### src/hw/ps2_kbd_pkg.sv
package ps2_kbd_pkg;

    // One byte of scan set 2
    typedef logic [7:0] scan_t;

    // Key event as seen by the host, 18 bits
    typedef struct packed {
        logic [7:0] ascii;     // Zero for unmapped keys
        scan_t      scan;      // Final code of the sequence
        logic       released;  // Break seen before the code
        logic       extended;  // E0 seen before the code
    } key_event_t;

    // Prefix bytes
    localparam scan_t SCAN_BREAK  = 8'hF0;
    localparam scan_t SCAN_EXTEND = 8'hE0;

    // Modifier keys tracked by the decoder
    localparam scan_t SCAN_LSHIFT = 8'h12;
    localparam scan_t SCAN_RSHIFT = 8'h59;

    // Start, eight data bits, parity and stop
    localparam int FRAME_BITS = 11;

endpackage

### src/hw/ps2_frame_rx.sv
`timescale 1ns/10ps

module ps2_frame_rx import ps2_kbd_pkg::*; (
    input  logic  clk,
    input  logic  rst,
    input  logic  ps2_clk,
    input  logic  ps2_data,
    output logic  byte_valid,
    output scan_t byte_data,
    output logic  frame_error
);

    logic [2:0]            clk_sync;     // Stage 0 is the metastable one
    logic [1:0]            data_sync;
    logic                  sample;       // Falling edge of the PS/2 clock
    logic [3:0]            bit_cnt;
    logic [FRAME_BITS-1:0] frame;        // Bit 0 is the start bit
    logic                  frame_done;
    logic                  start_ok;
    logic                  stop_ok;
    logic                  parity_ok;
    logic                  frame_good;

    // Lines idle high, so the clock chain resets to one
    always_ff @(posedge clk) begin
        if (rst) begin
            clk_sync <= 3'b111;
        end else begin
            clk_sync <= {clk_sync[1:0], ps2_clk};
        end
    end

    always_ff @(posedge clk) begin
        data_sync <= {data_sync[0], ps2_data};  // Same depth as the edge point
    end

    assign sample = clk_sync[2] & ~clk_sync[1];

    // Frame buffer, LSB first
    always_ff @(posedge clk) begin
        if (sample) begin
            frame <= {data_sync[1], frame[FRAME_BITS-1:1]};
        end
    end

    always_ff @(posedge clk) begin
        if (rst) begin
            bit_cnt    <= '0;
            frame_done <= 1'b0;
        end else begin
            frame_done <= 1'b0;
            if (sample) begin
                if (bit_cnt == 4'(FRAME_BITS - 1)) begin
                    bit_cnt    <= '0;
                    frame_done <= 1'b1;                  // Stop bit just taken
                end else begin
                    bit_cnt <= bit_cnt + 4'd1;
                end
            end
        end
    end

    assign start_ok   = ~frame[0];
    assign stop_ok    = frame[FRAME_BITS-1];
    assign parity_ok  = ^frame[FRAME_BITS-2:1];          // Odd over data and parity
    assign frame_good = start_ok & stop_ok & parity_ok;

    assign byte_valid  = frame_done & frame_good;
    assign frame_error = frame_done & ~frame_good;
    assign byte_data   = frame[8:1];

    a_rx_exclusive: assert property (@(posedge clk) disable iff (rst)
        !(byte_valid && frame_error))
        else $error("byte_valid and frame_error high together");

endmodule

### src/hw/scan_fifo.sv
`timescale 1ns/10ps

module scan_fifo #(
    parameter int  DEPTH     = 8,
    parameter type payload_t = logic [7:0]
) (
    input  logic     clk,
    input  logic     rst,
    input  logic     push,
    input  payload_t push_data,
    input  logic     pop,
    output payload_t head,
    output logic     not_empty,
    output logic     full,
    output logic     overflow
);

    localparam int AW = (DEPTH > 1) ? $clog2(DEPTH) : 1;
    localparam int CW = $clog2(DEPTH + 1);

    payload_t        mem [DEPTH];
    logic [AW-1:0]   wr_ptr;
    logic [AW-1:0]   rd_ptr;
    logic [CW-1:0]   count;
    logic            wr_en;
    logic            rd_en;

    assign not_empty = (count != '0);
    assign full      = (count == CW'(DEPTH));
    assign rd_en     = pop & not_empty;
    assign wr_en     = push & (~full | rd_en);  // A slot frees up on the same edge

    always_ff @(posedge clk) begin
        if (wr_en) begin
            mem[wr_ptr] <= push_data;
        end
    end

    assign head = mem[rd_ptr];  // Show-ahead

    always_ff @(posedge clk) begin
        if (rst) begin
            wr_ptr   <= '0;
            rd_ptr   <= '0;
            count    <= '0;
            overflow <= 1'b0;
        end else begin
            if (wr_en) begin
                wr_ptr <= wr_ptr + 1'b1;  // Wraps, depth is a power of two
            end
            if (rd_en) begin
                rd_ptr <= rd_ptr + 1'b1;
            end
            case ({wr_en, rd_en})
                2'b10:   count <= count + 1'b1;
                2'b01:   count <= count - 1'b1;
                default: count <= count;
            endcase
            if (push && !wr_en) begin
                overflow <= 1'b1;  // Sticky until reset
            end
        end
    end

    a_fifo_count: assert property (@(posedge clk) disable iff (rst)
        count <= CW'(DEPTH))
        else $error("FIFO count above depth");

    a_fifo_no_pop_empty: assert property (@(posedge clk) disable iff (rst)
        pop |-> not_empty)
        else $error("Pop from an empty FIFO");

endmodule

### src/hw/scan_ascii_map.sv
`timescale 1ns/10ps

module scan_ascii_map import ps2_kbd_pkg::*; (
    input  scan_t      scan,
    input  logic       shift,
    output logic [7:0] ascii
);

    logic [7:0] letter;  // Uppercase code, zero if not a letter
    logic [7:0] digit;

    always_comb begin
        letter = 8'h00;
        digit  = 8'h00;
        case (scan)
            8'h1C: letter = 8'h41;  // A
            8'h32: letter = 8'h42;  // B
            8'h21: letter = 8'h43;
            8'h23: letter = 8'h44;
            8'h24: letter = 8'h45;  // E
            8'h2B: letter = 8'h46;
            8'h34: letter = 8'h47;
            8'h33: letter = 8'h48;
            8'h43: letter = 8'h49;  // I
            8'h3B: letter = 8'h4A;
            8'h42: letter = 8'h4B;
            8'h4B: letter = 8'h4C;
            8'h3A: letter = 8'h4D;  // M
            8'h31: letter = 8'h4E;
            8'h44: letter = 8'h4F;
            8'h4D: letter = 8'h50;
            8'h15: letter = 8'h51;  // Q
            8'h2D: letter = 8'h52;
            8'h1B: letter = 8'h53;
            8'h2C: letter = 8'h54;
            8'h3C: letter = 8'h55;  // U
            8'h2A: letter = 8'h56;
            8'h1D: letter = 8'h57;
            8'h22: letter = 8'h58;
            8'h35: letter = 8'h59;
            8'h1A: letter = 8'h5A;  // Z
            8'h45: digit  = 8'h30;  // 0
            8'h16: digit  = 8'h31;
            8'h1E: digit  = 8'h32;
            8'h26: digit  = 8'h33;
            8'h25: digit  = 8'h34;
            8'h2E: digit  = 8'h35;  // 5
            8'h36: digit  = 8'h36;
            8'h3D: digit  = 8'h37;
            8'h3E: digit  = 8'h38;
            8'h46: digit  = 8'h39;  // 9
            default: begin
                letter = 8'h00;
                digit  = 8'h00;
            end
        endcase
    end

    // Lowercase is uppercase with bit 5 set
    always_comb begin
        if (letter != 8'h00) begin
            ascii = shift ? letter : (letter | 8'h20);
        end else begin
            ascii = digit;
        end
    end

endmodule

### src/hw/make_break_decoder.sv
`timescale 1ns/10ps

module make_break_decoder import ps2_kbd_pkg::*; (
    input  logic       clk,
    input  logic       rst,
    input  scan_t      raw_byte,
    input  logic       raw_valid,
    output logic       raw_pop,
    input  logic       event_full,
    output logic       event_push,
    output key_event_t event_data
);

    logic       break_pend;   // F0 seen, waiting for the code
    logic       ext_pend;     // E0 seen
    logic       lshift_held;
    logic       rshift_held;
    logic       is_break;
    logic       is_extend;
    logic       final_byte;
    logic [7:0] map_ascii;

    scan_ascii_map i_ascii_map (
        .scan  (raw_byte),
        .shift (lshift_held | rshift_held),
        .ascii (map_ascii)
    );

    assign is_break   = (raw_byte == SCAN_BREAK);
    assign is_extend  = (raw_byte == SCAN_EXTEND);
    assign raw_pop    = raw_valid & ~event_full;  // Stall on a full event FIFO
    assign final_byte = raw_pop & ~is_break & ~is_extend;
    assign event_push = final_byte;

    always_comb begin
        event_data.ascii    = ext_pend ? 8'h00 : map_ascii;  // Extended keys are unmapped
        event_data.scan     = raw_byte;
        event_data.released = break_pend;
        event_data.extended = ext_pend;
    end

    always_ff @(posedge clk) begin
        if (rst) begin
            break_pend <= 1'b0;
            ext_pend   <= 1'b0;
        end else if (raw_pop) begin
            if (final_byte) begin
                break_pend <= 1'b0;  // Sequence complete
                ext_pend   <= 1'b0;
            end else begin
                if (is_break) begin
                    break_pend <= 1'b1;
                end
                if (is_extend) begin
                    ext_pend <= 1'b1;
                end
            end
        end
    end

    // E0 12 and E0 59 are other keys and leave shift alone
    always_ff @(posedge clk) begin
        if (rst) begin
            lshift_held <= 1'b0;
            rshift_held <= 1'b0;
        end else if (final_byte && !ext_pend) begin
            if (raw_byte == SCAN_LSHIFT) begin
                lshift_held <= ~break_pend;
            end
            if (raw_byte == SCAN_RSHIFT) begin
                rshift_held <= ~break_pend;
            end
        end
    end

    a_dec_no_push_full: assert property (@(posedge clk) disable iff (rst)
        event_push |-> !event_full)
        else $error("Event pushed into a full FIFO");

endmodule

### src/hw/ps2_keyboard_top.sv
`timescale 1ns/10ps

module ps2_keyboard_top import ps2_kbd_pkg::*; #(
    parameter int RAW_DEPTH   = 8,
    parameter int EVENT_DEPTH = 8
) (
    input  logic       clk,
    input  logic       rst,
    input  logic       ps2_clk,
    input  logic       ps2_data,
    input  logic       next,
    output key_event_t key_event,       // Head of the event FIFO
    output logic       ready,
    output logic       raw_overflow,
    output logic       event_overflow,
    output logic       frame_error
);

    logic       rx_valid;
    scan_t      rx_data;
    scan_t      raw_head;
    logic       raw_not_empty;
    logic       raw_pop;
    logic       event_full;
    logic       event_push;
    key_event_t event_data;

    ps2_frame_rx i_frame_rx (
        .clk         (clk),
        .rst         (rst),
        .ps2_clk     (ps2_clk),
        .ps2_data    (ps2_data),
        .byte_valid  (rx_valid),
        .byte_data   (rx_data),
        .frame_error (frame_error)
    );

    scan_fifo #(
        .DEPTH     (RAW_DEPTH),
        .payload_t (scan_t)
    ) i_raw_fifo (
        .clk       (clk),
        .rst       (rst),
        .push      (rx_valid),
        .push_data (rx_data),
        .pop       (raw_pop),
        .head      (raw_head),
        .not_empty (raw_not_empty),
        .full      (),                  // Drops show up as overflow
        .overflow  (raw_overflow)
    );

    make_break_decoder i_decoder (
        .clk        (clk),
        .rst        (rst),
        .raw_byte   (raw_head),
        .raw_valid  (raw_not_empty),
        .raw_pop    (raw_pop),
        .event_full (event_full),
        .event_push (event_push),
        .event_data (event_data)
    );

    scan_fifo #(
        .DEPTH     (EVENT_DEPTH),
        .payload_t (key_event_t)
    ) i_event_fifo (
        .clk       (clk),
        .rst       (rst),
        .push      (event_push),
        .push_data (event_data),
        .pop       (next),
        .head      (key_event),
        .not_empty (ready),
        .full      (event_full),
        .overflow  (event_overflow)
    );

endmodule

### config.mk
export PLATFORM = sky130hd
export DESIGN_NAME = ps2_keyboard_top
export DESIGN_NICKNAME = d
export VERILOG_FILES = /design/src/hw/ps2_kbd_pkg.sv /design/src/hw/ps2_frame_rx.sv /design/src/hw/scan_fifo.sv /design/src/hw/scan_ascii_map.sv /design/src/hw/make_break_decoder.sv /design/src/hw/ps2_keyboard_top.sv
export SDC_FILE = /design/constraint.sdc
export NUM_CORES = 1
export LEC_CHECK = 0
export ABC_AREA = 1
export BUFFER_PORTS_ARGS = -buffer_cell sky130_fd_sc_hd__buf_4
export CORE_UTILIZATION = 43
export CTS_CLUSTER_SIZE = 40
export DETAILED_ROUTE_END_ITERATION = 12
export PLACE_DENSITY = 0.6
export SYNTH_ARGS = -nofsm -noshare
export SYNTH_HDL_FRONTEND = slang
export SYNTH_SLANG_ARGS = --single-unit
### constraint.sdc
create_clock -name clk -period 8.1 [get_ports clk]
set_input_delay 0.405 -clock clk [delete_from_list [all_inputs] [get_ports clk]]
set_output_delay 0.405 -clock clk [all_outputs]
set_load 0.03 [all_outputs]
Word-level counts from Yosys, hierarchy flattened
Memories as Yosys holds them, arrays and structs flattened. A register that Yosys moved wholly into a read port is not among the register bits.
Cells that the tools add are included.
{"block": "totals", "reg_bits": 47, "ramBits": 208, "input_bits": 5, "output_inout_bits": 22, "wordCells": 139, "mem_count": 2}
{"block": "classes", "n_addsub": 9, "eq_ne": 47, "n_mux": 21, "n_bitwise": 24, "reduce_logical": 19}
{"memory": "i_event_fifo.mem", "depth": 8, "width": 18, "rd": 1, "rd_clocked_by_memory_dff": 1, "wr": 1, "line": "scan_fifo.sv:21", "text": "payload_t mem [DEPTH];"}
{"memory": "i_raw_fifo.mem", "depth": 8, "width": 8, "rd": 1, "rd_clocked_by_memory_dff": 1, "wr": 1, "line": "scan_fifo.sv:21"}
{"op": "case mux 7 bit (26 select lines)", "n": 1}
{"op": "== test 8 x 6 -> 1 bit, second input constant", "n": 22}
{"op": "== test 8 x 5 -> 1 bit, second input constant", "n": 8}
{"op": "== test 8 x 7 -> 1 bit, second input constant", "n": 8}
{"op": "case mux 6 bit (10 select lines)", "n": 1}
{"op": "== test 8 bit, second input constant", "n": 2}
{"op": "case mux 4 bit (2 select lines)", "n": 2}
{"op": "adder 3 x 1 -> 3 bit, second input constant", "n": 4}
{"op": "adder 4 x 1 -> 4 bit, second input constant", "n": 3}
{"op": "bitwise AND 1 bit", "n": 12}
{"op": "== test 4 bit, second input constant", "n": 3}
{"op": "two-way mux 3 bit", "n": 4}
{"op": "two-way mux 1 bit", "n": 9}
{"op": "inverter 1 bit", "n": 9}
{"op": "XOR reduction 9 bit", "n": 1}
{"op": "two-way mux 8 bit", "n": 1}
{"op": "AND reduction 2 bit", "n": 4}
{"op": "nonzero test 2 bit", "n": 4}
{"op": "nonzero test 4 bit", "n": 2}
{"op": "nonzero test 8 bit", "n": 1}
{"op": "subtractor 4 x 1 -> 4 bit, second input constant", "n": 2}
{"op": "two-way mux 7 bit", "n": 1}
{"op": "two-way mux 6 bit", "n": 1}
{"op": "== test 2 x 1 -> 1 bit, second input constant", "n": 2}
{"op": "6 further kinds", "n": 13}

Depth between registers and ports, before layout
Gate-level depths: netlist of run 1.
{"block": "logic_depth", "ltp_word": 8, "ltp_mapped": 20, "depth_no_buf": 18}

By module
From an unflattened synthesis of run 1, not the netlist that was laid out.
{"block": "hier_totals", "hier_cells": 1055, "area_unflattened_um2": 11637.4}
{"mod": "scan_fifo (i_event_fifo)", "n_inst": 1, "cells_each": 465, "area_per_inst_um2": 6324.8, "seq_area_each_um2": 4604.4}
{"mod": "scan_fifo (i_raw_fifo)", "n_inst": 1, "cells_each": 261, "area_per_inst_um2": 3223.1, "seq_area_each_um2": 2202.1}
{"mod": "ps2_frame_rx", "n_inst": 1, "cells_each": 101, "area_per_inst_um2": 938.4, "seq_area_each_um2": 530.5}
{"mod": "scan_ascii_map", "n_inst": 1, "cells_each": 138, "area_per_inst_um2": 650.6, "seq_area_each_um2": 0.0}
{"mod": "make_break_decoder", "n_inst": 1, "cells_each": 90, "area_per_inst_um2": 500.5, "seq_area_each_um2": 80.1}

Least setup slack after synthesis of run 1
OpenSTA, ideal clock, no wires.
{"block": "synth_path", "kind": "reg2reg", "startpoint": "reg with a tool-made name", "endpoint": "mem i_event_fifo.mem[1][0] in the netlist's numbering, enable pin", "setup_ns": 0.390, "arrival_ns": 2.333, "path_slack_ns": 5.377, "path_stages_with_launch": 16, "synth_period_minus_slack_ns": 2.723, "path_cell_list": "dfxtp_1 buf_6 buf_4 nand2_1 nand3_1 nand3_1 nand2_1 nand2_1 inv_1 nand3_1 nor2_1 nor2_1 nand2_1 nor2_1 inv_1 nor2_1"}
{"element": "end, declared", "line": "scan_fifo.sv:21"}

==> implementation parameters, run 1 <==
Parameter                              Value

Pwr
  P_leak    4.99 nW
  Power density over the cells    372 nW/um^2
  VDD IR-drop max    roughly 0.19 mV
  Total power    4.63 mW

Routing
  Routed length on met1    10900 um
  Wire length after detailed routing    22800 um
  DRC violations left    0
  Met3 layer wire length in the routed design    767 um
  Metal2 WL    10600 um
  Routed len/inst    15.2 um
  DR vias/cell    5.00
  Initial detailed-routing violation count    ~560
  DR vias    ~7500
  Antenna-violating nets left    0
  Top routing layer in use    met4
  Pre-antenna DRT Iters    5

Global routing
  Global-route wire length before repair    37400 um
  Global-route total usage across every layer    between 10% and 20%
  Remaining global-route overflow    0
  Via count of the first global-routing pass    7127
  Largest net degree at the start of global routing    70
  Antenna violations before repair    0

Worst setup path
  CP bufs+invs    4
  Critical path's largest stage delay    1.08 ns
  Critical Path AT    around 4.4 ns
  Data required time at the worst endpoint    8.33 ns
  Worst path slowest cell    sky130_fd_sc_hd__dfxtp_1
  Kind of start point of the critical path    register
  Kind of capture point of the worst setup path    register
  WS Path Type    register to register
  Cell-by-cell trace of the critical path    inv_6, nand2_1, nand3_1, nand3_1, nand2_1, nand2_1, inv_1, nand3_1, nor2_1, nor2_1, nand2_1, nor2_1, inv_1, nor2_1, buf_4
  Biggest fanout along the worst timing path    34
  Category of cells accounting for the largest share of critical-path delay    simple AND/OR/NAND/NOR gates

Die
  Count of standard-cell rows    58
  I/O pin total    27
  Starting utilization of the core area    44.0%
  Die Ht    163 um
  X dimension of the die    163 um
  Overall die area    26600 sq um
  Core Region    around 25000 sq um

Clocking
  Resized cells post-CTS    0
  CTS tree    built
  Post-CTS setup repair buffer count    0
  # H-tree levels    1
  Clock slew seen by the registers of the worst setup and hold paths    0.06 ns
  Library cell used as clock root buffer    sky130_fd_sc_hd__clkbuf_16
  Clk sinks    about 250
  Max Root-Sink Buffers    3
  Total CTS buffers    27
  Number of buffers added to fix hold violations after cts    1
  Clock latency on the worst-skew pair    0.53 ns

Synth
  Area of the mapped netlist    roughly 11000 sq um
  Avg Synthesized Cell Area    9.90 sq um
  Post-Synthesis Cells    1126
  Leading cell types by total area after synthesis    sky130_fd_sc_hd__edfxtp_1, sky130_fd_sc_hd__nand2_1, sky130_fd_sc_hd__dfxtp_1
  FF+latch count, synth    between 200 and 300
  Part of the Yosys area used for sequential elements    64.4%
  Post-synthesis cell type count    37
  Most area-hungry cell type in the Yosys netlist    sky130_fd_sc_hd__edfxtp_1
  Share of Yosys cell area claimed by the top area cell type    between 50 and 60%
  Synthesis Warnings    0
  Syn Nets    1141

Timing
  Accumulated negative setup slack    0 ns
  Share of the clock period used by the worst path    between 50% and 60%
  Relative slew slack    21.7%
  Final hold violation count    0
  Setup repair after global routing missed its margin    false
  Worst hold slack    approximately 0.068 ns
  Clock skew after layout    0.0128 ns
  Max Freq    0.242 GHz
  Min Clock Period, post-route    4.13 ns
  Final Max Tran Viols    0
  Slew @ Worst Pin    about 1.2 ns
  Final setup vio count    0

Final layout
  Non-filler cells in the finished layout    1498
  Fraction of layout instances using a drive strength above 1    a little under a tenth
  Antenna cell count    0
  Area overhead of the layout relative to synthesis    11.7%
  Total number of nets in the final design    1164

Place
  Number of input and output port buffers inserted    25
  Number of placed instances with taps included    between 1000 and 1500
  Dpl hpwl    ~14000 um
  Placer Congestion    0.844

Hold path
  Type of the most critical hold path    primary input to register

Run status
  Status    finished, final reports clean

Run
  Maximum capacitance violations    0
## synthesized netlist by cell type, drive strengths merged
cell type	instances
nor4	1
nand4	4
xor2	5
nor2	209
o22ai	17
fa	1
or2	4
o21a	1
nor4b	1
buf	17
nand2	247
xnor2	6
ha	9
clkbuf	27
a21oi	28
nand3b	3
a31oi	17
nor3	10
and3	1
conb	1
edfxtp	211
nand3	70
o21ai	85
inv	107
dfxtp	42
clkinv	2
## cell families after synthesis
group,after synthesis,share of synthesized area (%)
AOI/OAI and AO/OA,148,7.05
buffers and inverters,153,5.96
other,1,0.0336
xor gates and xnor gates,11,0.864
and+or+nand+nor,550,20.5
DFF,253,64.4
adders and majority gates,10,1.19
## area by class of cell
cell class	instances	area [sq um]
Timing Repair Buffer	38	288
Clock inverter	14	126
Inverter	109	417
Tap cell	330	413
Fill cell	2301	12900
Sequential cell	253	7180
Clock buffer	34	712
Multi-Input combinational cell	720	3310
## worst reg2reg max path: cells and delay by family, from the launching register on
kind,cells,cell delay [ns]
and+or+nand+nor,11,1.99
buffers and inverters,4,0.75
DFF,1,1.08
## where the power goes
group / total, mW / internal (mW) / switching, mW
registers: 1.88 / 1.78 / 0.106
logic: 1.58 / 0.453 / 1.13
clock network: 1.16 / 0.684 / 0.479
## sequential cells by signal, indices dropped and copies added, names as in the netlist, 2 cells and up, named ones only
signal	count
i_event_fifo.count	4
i_raw_fifo.rd_ptr	3
i_frame_rx.clk_sync	3
i_frame_rx.data_sync	2
i_raw_fifo.count	4
i_frame_rx.frame	11
i_raw_fifo.mem	64
i_raw_fifo.wr_ptr	3
i_event_fifo.wr_ptr	3
i_frame_rx.bit_cnt	4
i_event_fifo.rd_ptr	3
i_event_fifo.mem	136
## worst paths after layout
check                                                      from                           endpoint  slack [ns]  depth (start not counted)
worst min register to register  i_frame_rx.data_sync[0]$_DFF_P_    i_frame_rx.data_sync[1]$_DFF_P_        0.33                          0
worst max register to register                         register   i_event_fifo.mem[5][9]$_DFFE_PP_        3.97                         15
worst min-delay path                                    ps2_clk  i_frame_rx.clk_sync[0]$_SDFF_PP1_        0.07                          2
worst max-delay path                                   register   i_event_fifo.mem[5][9]$_DFFE_PP_        3.97                         15
## routing by layer
metal / track usage (%) / up-vias
li1: - / 3807
met1: 24.3 / 3509
met3: 2.37 / 37
met5: 0 / -
met2: 29.5 / 133
met4: 5.48 / 0
## metrics by stage
| step | setup slack (ns) | cell area (sq um) | util, % |
|---|---|---|---|
| global route | 3.46 | 12400 | 49.2 |
| floorplan | 5.38 | 11100 | - |
| CTS | 3.99 | 12400 | 49.2 |
| finish | 3.97 | 12400 | 49.2 |
| detailed placement | 4.00 | 11600 | 45.8 |
| global placement | 4.01 | 11600 | 45.8 |
## placed cells by master, fill, tap and decap left out, types with 2 or more instances in the layout
| cell | n |
|---|---|
| sky130_fd_sc_hd__clkinvlp_4 | 2 |
| sky130_fd_sc_hd__a21oi_1 | 28 |
| sky130_fd_sc_hd__nor2_4 | 2 |
| sky130_fd_sc_hd__dfxtp_1 | 41 |
| sky130_fd_sc_hd__xor2_1 | 5 |
| sky130_fd_sc_hd__nand2_2 | 12 |
| sky130_fd_sc_hd__buf_4 | 37 |
| sky130_fd_sc_hd__nand3_1 | 69 |
| sky130_fd_sc_hd__clkinv_2 | 3 |
| sky130_fd_sc_hd__o21ai_0 | 85 |
| sky130_fd_sc_hd__clkbuf_16 | 27 |
| sky130_fd_sc_hd__nor2_2 | 10 |
| sky130_fd_sc_hd__a31oi_1 | 17 |
| sky130_fd_sc_hd__nand4_1 | 4 |
| sky130_fd_sc_hd__xnor2_1 | 6 |
| sky130_fd_sc_hd__inv_1 | 105 |
| sky130_fd_sc_hd__o22ai_1 | 17 |
| sky130_fd_sc_hd__edfxtp_1 | 211 |
| sky130_fd_sc_hd__nand3b_1 | 3 |
| sky130_fd_sc_hd__ha_1 | 9 |
| sky130_fd_sc_hd__clkinv_1 | 7 |
| sky130_fd_sc_hd__nand2_1 | 233 |
| sky130_fd_sc_hd__bufinv_16 | 2 |
| sky130_fd_sc_hd__or2_2 | 4 |
| sky130_fd_sc_hd__nor3_1 | 10 |
| sky130_fd_sc_hd__clkbuf_1 | 6 |
| sky130_fd_sc_hd__nor2_1 | 197 |
| sky130_fd_sc_hd__nand2_4 | 2 |
| sky130_fd_sc_hd__inv_6 | 3 |
No activity file was read; power rests on OpenSTA's default activity.
==> run 2, diff against run 1 <==
Clock period 8.1 ns to 3.8 ns, I/O delays scaled along.
==> run 2 against run 1 <==
  * Core utilization rose by 0.51 points
  * Final cell count rose by 1.2%
  * Die area is the same
  * Fmax grew 31%
  * Combinational power up 120%
  * Worst setup slack worse by 3.3 ns
  * Cell area rose by 1.0%
  * First-iteration DRC count increased by 9.9%
  * Global-route usage increased by 0.52 points
==> implementation parameters, run 2 (synthesized netlist as in run 1, its figures left out) <==
Parameter                              Value

Run
  Maximum capacitance violations    0 (unchanged)

Timing
  Accumulated negative setup slack    0 ns (unchanged)
  Final Max Tran Viols    0 (unchanged)
  Max Freq    0.318 GHz (+31%)
  Setup repair after global routing missed its margin    false
  Final hold violation count    0 (unchanged)
  Final setup margin    0.652 ns (-3.32 ns)
  Clock skew after layout    0.0141 ns (+0.00129 ns)
  Min Clock Period, post-route    3.15 ns (-0.978 ns)
  Share of the clock period used by the worst path    82.8% (+32 points)
  Slew @ Worst Pin    0.751 ns (-0.421 ns)
  Relative slew slack    49.9% (+28 points)
  Final setup vio count    0 (unchanged)

Pwr
  Proportion of power drawn by combinational gates    35.7% (+1.5 points)
  Power density over the cells    792 nW/um^2 (+110%)
  P_leak    5.08 nW (+1.9%)
  Total power    9.96 mW (+120%)
  Cell Int Power    6.25 mW (+110%)
  Clock group share of total power    24.7% (-0.4 points)
  Switching share of total power    37.3% (+0.21 points)
  Switching power summed over all nets    3.71 mW (+120%)
  Sequential Power Share    39.6% (-1.1 points)
  VDD IR-drop max    0.374 mV (+94%)

Worst setup path
  Endpoint of the lowest-slack register-to-register path    i_event_fifo.mem[3][13]$_DFFE_PP_
  Kind of capture point of the worst setup path    register
  Kind of start point of the critical path    register
  FF-to-FF setup slack    0.65 ns (-3.32 ns)
  Worst path slowest cell    sky130_fd_sc_hd__dfxtp_1
  Biggest fanout along the worst timing path    32 (-5.9%)
  Cell-by-cell trace of the critical path    buf_4, nand2_1, nand3_1, nand2_1, nand2_1, nand2_1, nand2_1, nor2_2, nand2_1, nand2_1, nor2_1, nand2_1, nor2_4, nand2_4, nand2_1, nand2_1, nor2_1
  Worst setup path end    i_event_fifo.mem[3][13]$_DFFE_PP_
  Critical path's largest stage delay    0.42 ns (-0.66 ns)
  CP most frequent cell    sky130_fd_sc_hd__nand2_1
  Critical Path AT    3.41 ns (-0.95 ns)
  Worst R2R Path Depth    17 (+2)
  Data required time at the worst endpoint    4.06 ns (-4.27 ns)
  WS Path Type    register to register

Place
  Dpl hpwl    14800 um (+2.4%)
  Number of input and output port buffers inserted    25 (unchanged)
  Number of placed instances with taps included    1464 (+1.0%)
  Placer Congestion    0.881 (+4.3%)
  Placement-stage worst setup slack    0.648 ns (-3.35 ns)

Routing
  DR vias    7643 (+2.1%)
  Routed len/inst    15.6 um (+2.6%)
  Antenna-violating nets left    0 (unchanged)
  Met3 layer wire length in the routed design    890 um (+16%)
  Top routing layer in use    met4
  Wire length after detailed routing    23600 um (+3.8%)
  Metal2 WL    11300 um (+7.0%)
  DRC violations left    0 (unchanged)
  Pre-antenna DRT Iters    5 (unchanged)
  DR vias/cell    5.04 (+0.89%)
  Initial detailed-routing violation count    619 (+9.9%)
  Routed length on met1    10800 um (-0.59%)

Clocking
  CTS tree    built
  Max Root-Sink Buffers    3 (unchanged)
  Resized cells post-CTS    0 (unchanged)
  Clock slew seen by the registers of the worst setup and hold paths    0.06 ns (about the same)
  Clock latency on the worst-skew pair    0.53 ns (about the same)
  Clk sinks    253 (unchanged)
  Total CTS buffers    27 (unchanged)
  # H-tree levels    1 (unchanged)
  Library cell used as clock root buffer    sky130_fd_sc_hd__clkbuf_16

Global routing
  Global-route total usage across every layer    18.3% (+0.52 points)
  Via count of the first global-routing pass    7302 (+2.5%)
  Remaining global-route overflow    0 (unchanged)
  Antenna violations before repair    0 (unchanged)
  Global-route wire length before repair    38000 um (+1.7%)
  Largest net degree at the start of global routing    69 (-1.4%)

Final layout
  Antenna cell count    0 (unchanged)
  Fillers    2360 (+2.6%)
  Total number of nets in the final design    1181 (+1.5%)
  Fraction of layout instances using a drive strength above 1    10.7% (+1.5 points)
  Most common cell after layout, fill and taps aside    sky130_fd_sc_hd__nand2_1
  Non-filler cells in the finished layout    1516 (+1.2%)
  Area overhead of the layout relative to synthesis    12.8%
  Flip-flop count of the largest register after layout    136 (unchanged)
  Register with the most flip-flops    i_event_fifo.mem
  Biggest regs    i_event_fifo.mem: 136 flops, i_raw_fifo.mem: 64 flops, i_frame_rx.frame: 11 flops
  Top library cells by usage in the layout, fill and taps aside    sky130_fd_sc_hd__nand2_1, sky130_fd_sc_hd__edfxtp_1, sky130_fd_sc_hd__nor2_1
  Final Core Density    49.7% (+0.51 points)

Die
  Starting utilization of the core area    44.0% (unchanged)
  X dimension of the die    163 um (unchanged)
  Count of standard-cell rows    58 (unchanged)
  Overall die area    26600 sq um (unchanged)
  Core Region    25300 sq um (unchanged)
  Die Ht    163 um (unchanged)
  I/O pin total    27 (unchanged)

Run status
  Status    finished, final reports clean

Hold path
  Type of the most critical hold path    primary input to register
-- run 2: what timing repair did --
action | 4_1_cts | 5_1_grt
endpoints found under the hold margin | 14 | 0
hold buffers | 3 | 0
buffers inserted | 0 | 0
-- run 2: worst min path at each step --
stage,startpoint,cells past startpoint,slack [ns],endpoint
after global placement,ps2_data,1,0.30,i_frame_rx.data_sync[0]$_DFF_P_
after global routing,next,4,0.12,register
final,next,4,0.08,register
after CTS,next,4,0.07,i_event_fifo.rd_ptr[2]$_SDFFE_PP0P_
after floorplan,ps2_data,0,0.22,i_frame_rx.data_sync[0]$_DFF_P_
after detailed placement,ps2_data,1,0.30,i_frame_rx.data_sync[0]$_DFF_P_
-- run 2: area by class of cell --
class / count / area (sq um) / share of cell area [%]
clock inverter: 20 / 151 / 1.20
timing repair buffer: 55 / 420 / 3.34
tap: 330 / 413 / 3.28
sequential: 253 / 7180 / 57.1
inverter: 109 / 417 / 3.31
multi-input combinational: 720 / 3310 / 26.4
clock buffer: 29 / 683 / 5.43
-- run 2: power by group through the flow --
| stage | combinational (mW) | clock [mW] | sequential [mW] |
|---|---|---|---|
| global placement | 3.55 | 0 | 4.00 |
| finish | 3.55 | 2.46 | 3.95 |
| detailed placement | 3.59 | 0 | 4.01 |
| global route | 3.98 | 2.61 | 3.99 |
| floorplan | 2.60 | 0 | 3.94 |
| CTS | 3.60 | 2.52 | 3.95 |
-- run 2: layer usage --
| metal | up-vias | track usage, % |
|---|---|---|
| met1 | 3615 | 24.6 |
| met3 | 42 | 2.47 |
| met2 | 144 | 31.0 |
| met4 | 0 | 5.48 |
| met5 | - | 0 |
| li1 | 3842 | - |
-- run 2: metrics by stage --
| stage | instance area, sq um | hold slack, ns |
|---|---|---|
| after global routing | 12600 | 0.120 |
| final | 12600 | 0.0831 |
| after floorplan | 11100 | 0.218 |
| after detailed placement | 11700 | 0.300 |
| after CTS | 12600 | 0.0670 |
| after global placement | 11700 | 0.300 |
-- run 2: critical path, delay by kind of cell, from the launching register on --
family	cells	cell delay [ns]
buffers and inverters	1	0.35
flip-flops	1	0.42
AND/OR/NAND/NOR	16	2.10
==> run 3, diff against run 2 <==
Settings changed: PLACE_DENSITY 0.6 to 0.63.
Clock period 3.8 ns to 2.6 ns, I/O delays scaled along.
==> run 3 against run 2 <==
  * Critical path type unchanged
  * Global-route usage increased by 0.47 points
  * Routed wire length up 3.7%
  * Critical endpoint is now i_event_fifo.mem[1][13]$_DFFE_PP_
  * Register-to-register slack got worse by 0.68 ns
  * The run now ends with setup timing left
  * Core utilization is 4.1 points higher
  * Worst setup slack got worse by 0.68 ns
  * Flip-flop and latch count did not move
==> implementation parameters, run 3 (synthesized netlist as in run 1, its figures left out) <==
Parameter                              Value

Timing
  Final hold violation count    0 (unchanged)
  Final setup vio count    16 (+16)
  Final Max Tran Viols    0 (unchanged)
  Worst hold slack    0.0453 ns (-0.0378 ns)
  Share of the clock period used by the worst path    101% (+18 points)
  Relative slew slack    43.6% (-6.3 points)
  Min Clock Period, post-route    2.63 ns (-0.522 ns)
  Slew @ Worst Pin    0.844 ns (+0.0928 ns)
  Clock skew after layout    0.00759 ns (-0.00654 ns)
  Max Freq    0.381 GHz (+20%)
  Setup repair after global routing missed its margin    true
  Final setup margin    -0.0261 ns (-0.678 ns)

Final layout
  Most common cell after layout, fill and taps aside    sky130_fd_sc_hd__edfxtp_1
  Top library cells by usage in the layout, fill and taps aside    sky130_fd_sc_hd__edfxtp_1, sky130_fd_sc_hd__nand2_1, sky130_fd_sc_hd__nor2_1
  Flip-flop count of the largest register after layout    136 (unchanged)
  Antenna cell count    0 (unchanged)
  Area overhead of the layout relative to synthesis    22.2%
  Total number of nets in the final design    1264 (+7.0%)
  Register with the most flip-flops    i_event_fifo.mem
  Biggest regs    i_event_fifo.mem: 136 flops, i_raw_fifo.mem: 64 flops, i_frame_rx.frame: 11 flops
  Fraction of layout instances using a drive strength above 1    21.8% (+11 points)
  Fillers    2210 (-6.4%)

Pwr
  Power density over the cells    1150 nW/um^2 (+46%)
  P_leak    5.52 nW (+8.7%)
  VDD IR-drop max    0.741 mV (+98%)

Worst setup path
  Biggest fanout along the worst timing path    8 (-75%)
  Critical Path AT    2.90 ns (-0.51 ns)
  CP most frequent cell    sky130_fd_sc_hd__nand2_1
  Kind of start point of the critical path    register
  Data required time at the worst endpoint    2.87 ns (-1.19 ns)
  Critical path's largest stage delay    0.38 ns (-0.04 ns)
  Kind of capture point of the worst setup path    register
  Cell-by-cell trace of the critical path    buf_12, buf_8, nand2_1, nand3_1, nand2_1, nand2_1, nand2_2, nand2_2, nor2_1, buf_4, nand2_1, nand2_1, nor2_2, nand2_2, nor2_4, nand2_4, buf_4, nor2_1, nor2_2
  WS Path Type    register to register
  Worst path slowest cell    sky130_fd_sc_hd__dfxtp_4

Routing
  Antenna-violating nets left    0 (unchanged)
  DRC violations left    0 (unchanged)
  Pre-antenna DRT Iters    5 (unchanged)
  Initial detailed-routing violation count    581 (-6.1%)
  DR vias/cell    4.98 (-1.1%)
  Wire length after detailed routing    24500 um (+3.7%)
  DR vias    7949 (+4.0%)
  Routed len/inst    15.4 um (-1.4%)

Clocking
  # H-tree levels    1 (unchanged)
  CTS tree    built
  Clock slew seen by the registers of the worst setup and hold paths    0.06 ns (about the same)
  Clk sinks    253 (unchanged)
  Max Root-Sink Buffers    3 (unchanged)
  Library cell used as clock root buffer    sky130_fd_sc_hd__clkbuf_16
  Total CTS buffers    26 (-3.7%)
  Clock latency on the worst-skew pair    0.53 ns (about the same)

Place
  Dpl hpwl    15500 um (+4.7%)
  Placement-stage worst setup slack    -0.192 ns (-0.840 ns)
  Number of input and output port buffers inserted    25 (unchanged)
  Placer Congestion    0.892 (+1.3%)

Global routing
  Antenna violations before repair    0 (unchanged)
  Remaining global-route overflow    0 (unchanged)
  Via count of the first global-routing pass    7762 (+6.3%)
  Global-route wire length before repair    39400 um (+3.6%)
  Largest net degree at the start of global routing    69 (unchanged)
  Global-route total usage across every layer    18.8% (+0.47 points)

Run status
  Violations in the final reports    setup timing
  Status    finished with violations

Die
  Core Region    25300 sq um (unchanged)
  Die Ht    163 um (unchanged)
  Overall die area    26600 sq um (unchanged)
  X dimension of the die    163 um (unchanged)
  I/O pin total    27 (unchanged)
  Starting utilization of the core area    44.0% (unchanged)
  Count of standard-cell rows    58 (unchanged)

Run
  Maximum capacitance violations    0 (unchanged)

Hold path
  Type of the most critical hold path    primary input to register
[run 3: cell types whose count changed in the layout (fill, tap and decap cells not counted), moves of 5 or more]
cell and delta:
sky130_fd_sc_hd__buf_12 +10, sky130_fd_sc_hd__buf_4 +67, sky130_fd_sc_hd__clkinv_2 -8, sky130_fd_sc_hd__inv_1 -5, sky130_fd_sc_hd__nand2_1 -29, sky130_fd_sc_hd__nand2_2 +25, sky130_fd_sc_hd__nand3_1 -14, sky130_fd_sc_hd__nand3_2 +14
sky130_fd_sc_hd__nor2_1 -17, sky130_fd_sc_hd__nor2_2 +6, sky130_fd_sc_hd__nor2_4 +11
[run 3: critical path, delay by kind of cell (launching register included)]
kind / cells / cell delay (ns)
flip-flops: 1 / 0.38
AND/OR/NAND/NOR: 15 / 1.38
buffers and inverters: 4 / 0.60
[run 3: metal layers]
| layer | track usage (%) | routed length [um] | up-vias |
|---|---|---|---|
| met5 | 0 | 0 | - |
| met3 | 2.52 | 851 | 49 |
| li1 | - | - | 4006 |
| met2 | 32.4 | 11700 | 161 |
| met4 | 6.07 | 704 | 0 |
| met1 | 24.5 | 11200 | 3733 |
[run 3: where the power goes]
part	leakage [nW]	switching [mW]	internal, mW	total (mW)
sequential	2.28	0.288	5.53	5.81
clock	0.357	1.46	1.82	3.28
combinational	2.89	4.20	2.44	6.64
total	5.52	5.94	9.79	15.7
[run 3: stage by stage]
step                power, mW  utilization (%)  setup TNS [ns]  cell area (sq um)  instances
floorplan                9.56                -           -8.39              11200       1126
global placement         11.7             48.9           -6.39              12400       1540
detailed placement       11.8             48.9           -6.68              12400       1540
CTS                      15.2             52.3               0              13300       1590
global route             16.7             53.8           -9.80              13600       1595
finish                   15.7             53.8          -0.246              13600       1595
[run 3: repair_timing]
| action | 4_1_cts | 5_1_grt |
|---|---|---|
| setup buffers | 2 | 3 |
| hold buffers | 4 | 0 |
| pin swaps | 2 | 27 |
| resized for setup | 25 | 89 |
| endpoints found under the setup margin | 59 | 262 |
| cloned | 0 | 2 |
| hold endpoints to repair | 15 | 0 |
[run 3: path summary, 6_finish.rpt]
check | cells past startpoint | slack [ns] | startpoint | to
setup / recovery | 19 | -0.03 | register | i_event_fifo.mem[1][13]$_DFFE_PP_
hold / removal | 4 | 0.05 | next | i_event_fifo.rd_ptr[2]$_SDFFE_PP0P_
setup reg to reg | 19 | -0.03 | register | i_event_fifo.mem[1][13]$_DFFE_PP_
hold reg to reg | 0 | 0.34 | i_frame_rx.data_sync[0]$_DFF_P_ | i_frame_rx.data_sync[1]$_DFF_P_
[run 3: final cells by class]
cell class                 instances  area, sq um  area share, %
sequential                       253         7180           52.7
multi-input combinational        720         3650           26.8
clock buffer                      32          673           4.94
timing repair inverter             2         22.5          0.165
clock inverter                    12         63.8          0.468
timing repair buffer             137         1180           8.68
inverter                         109          442           3.24
tap                              330          413           3.03
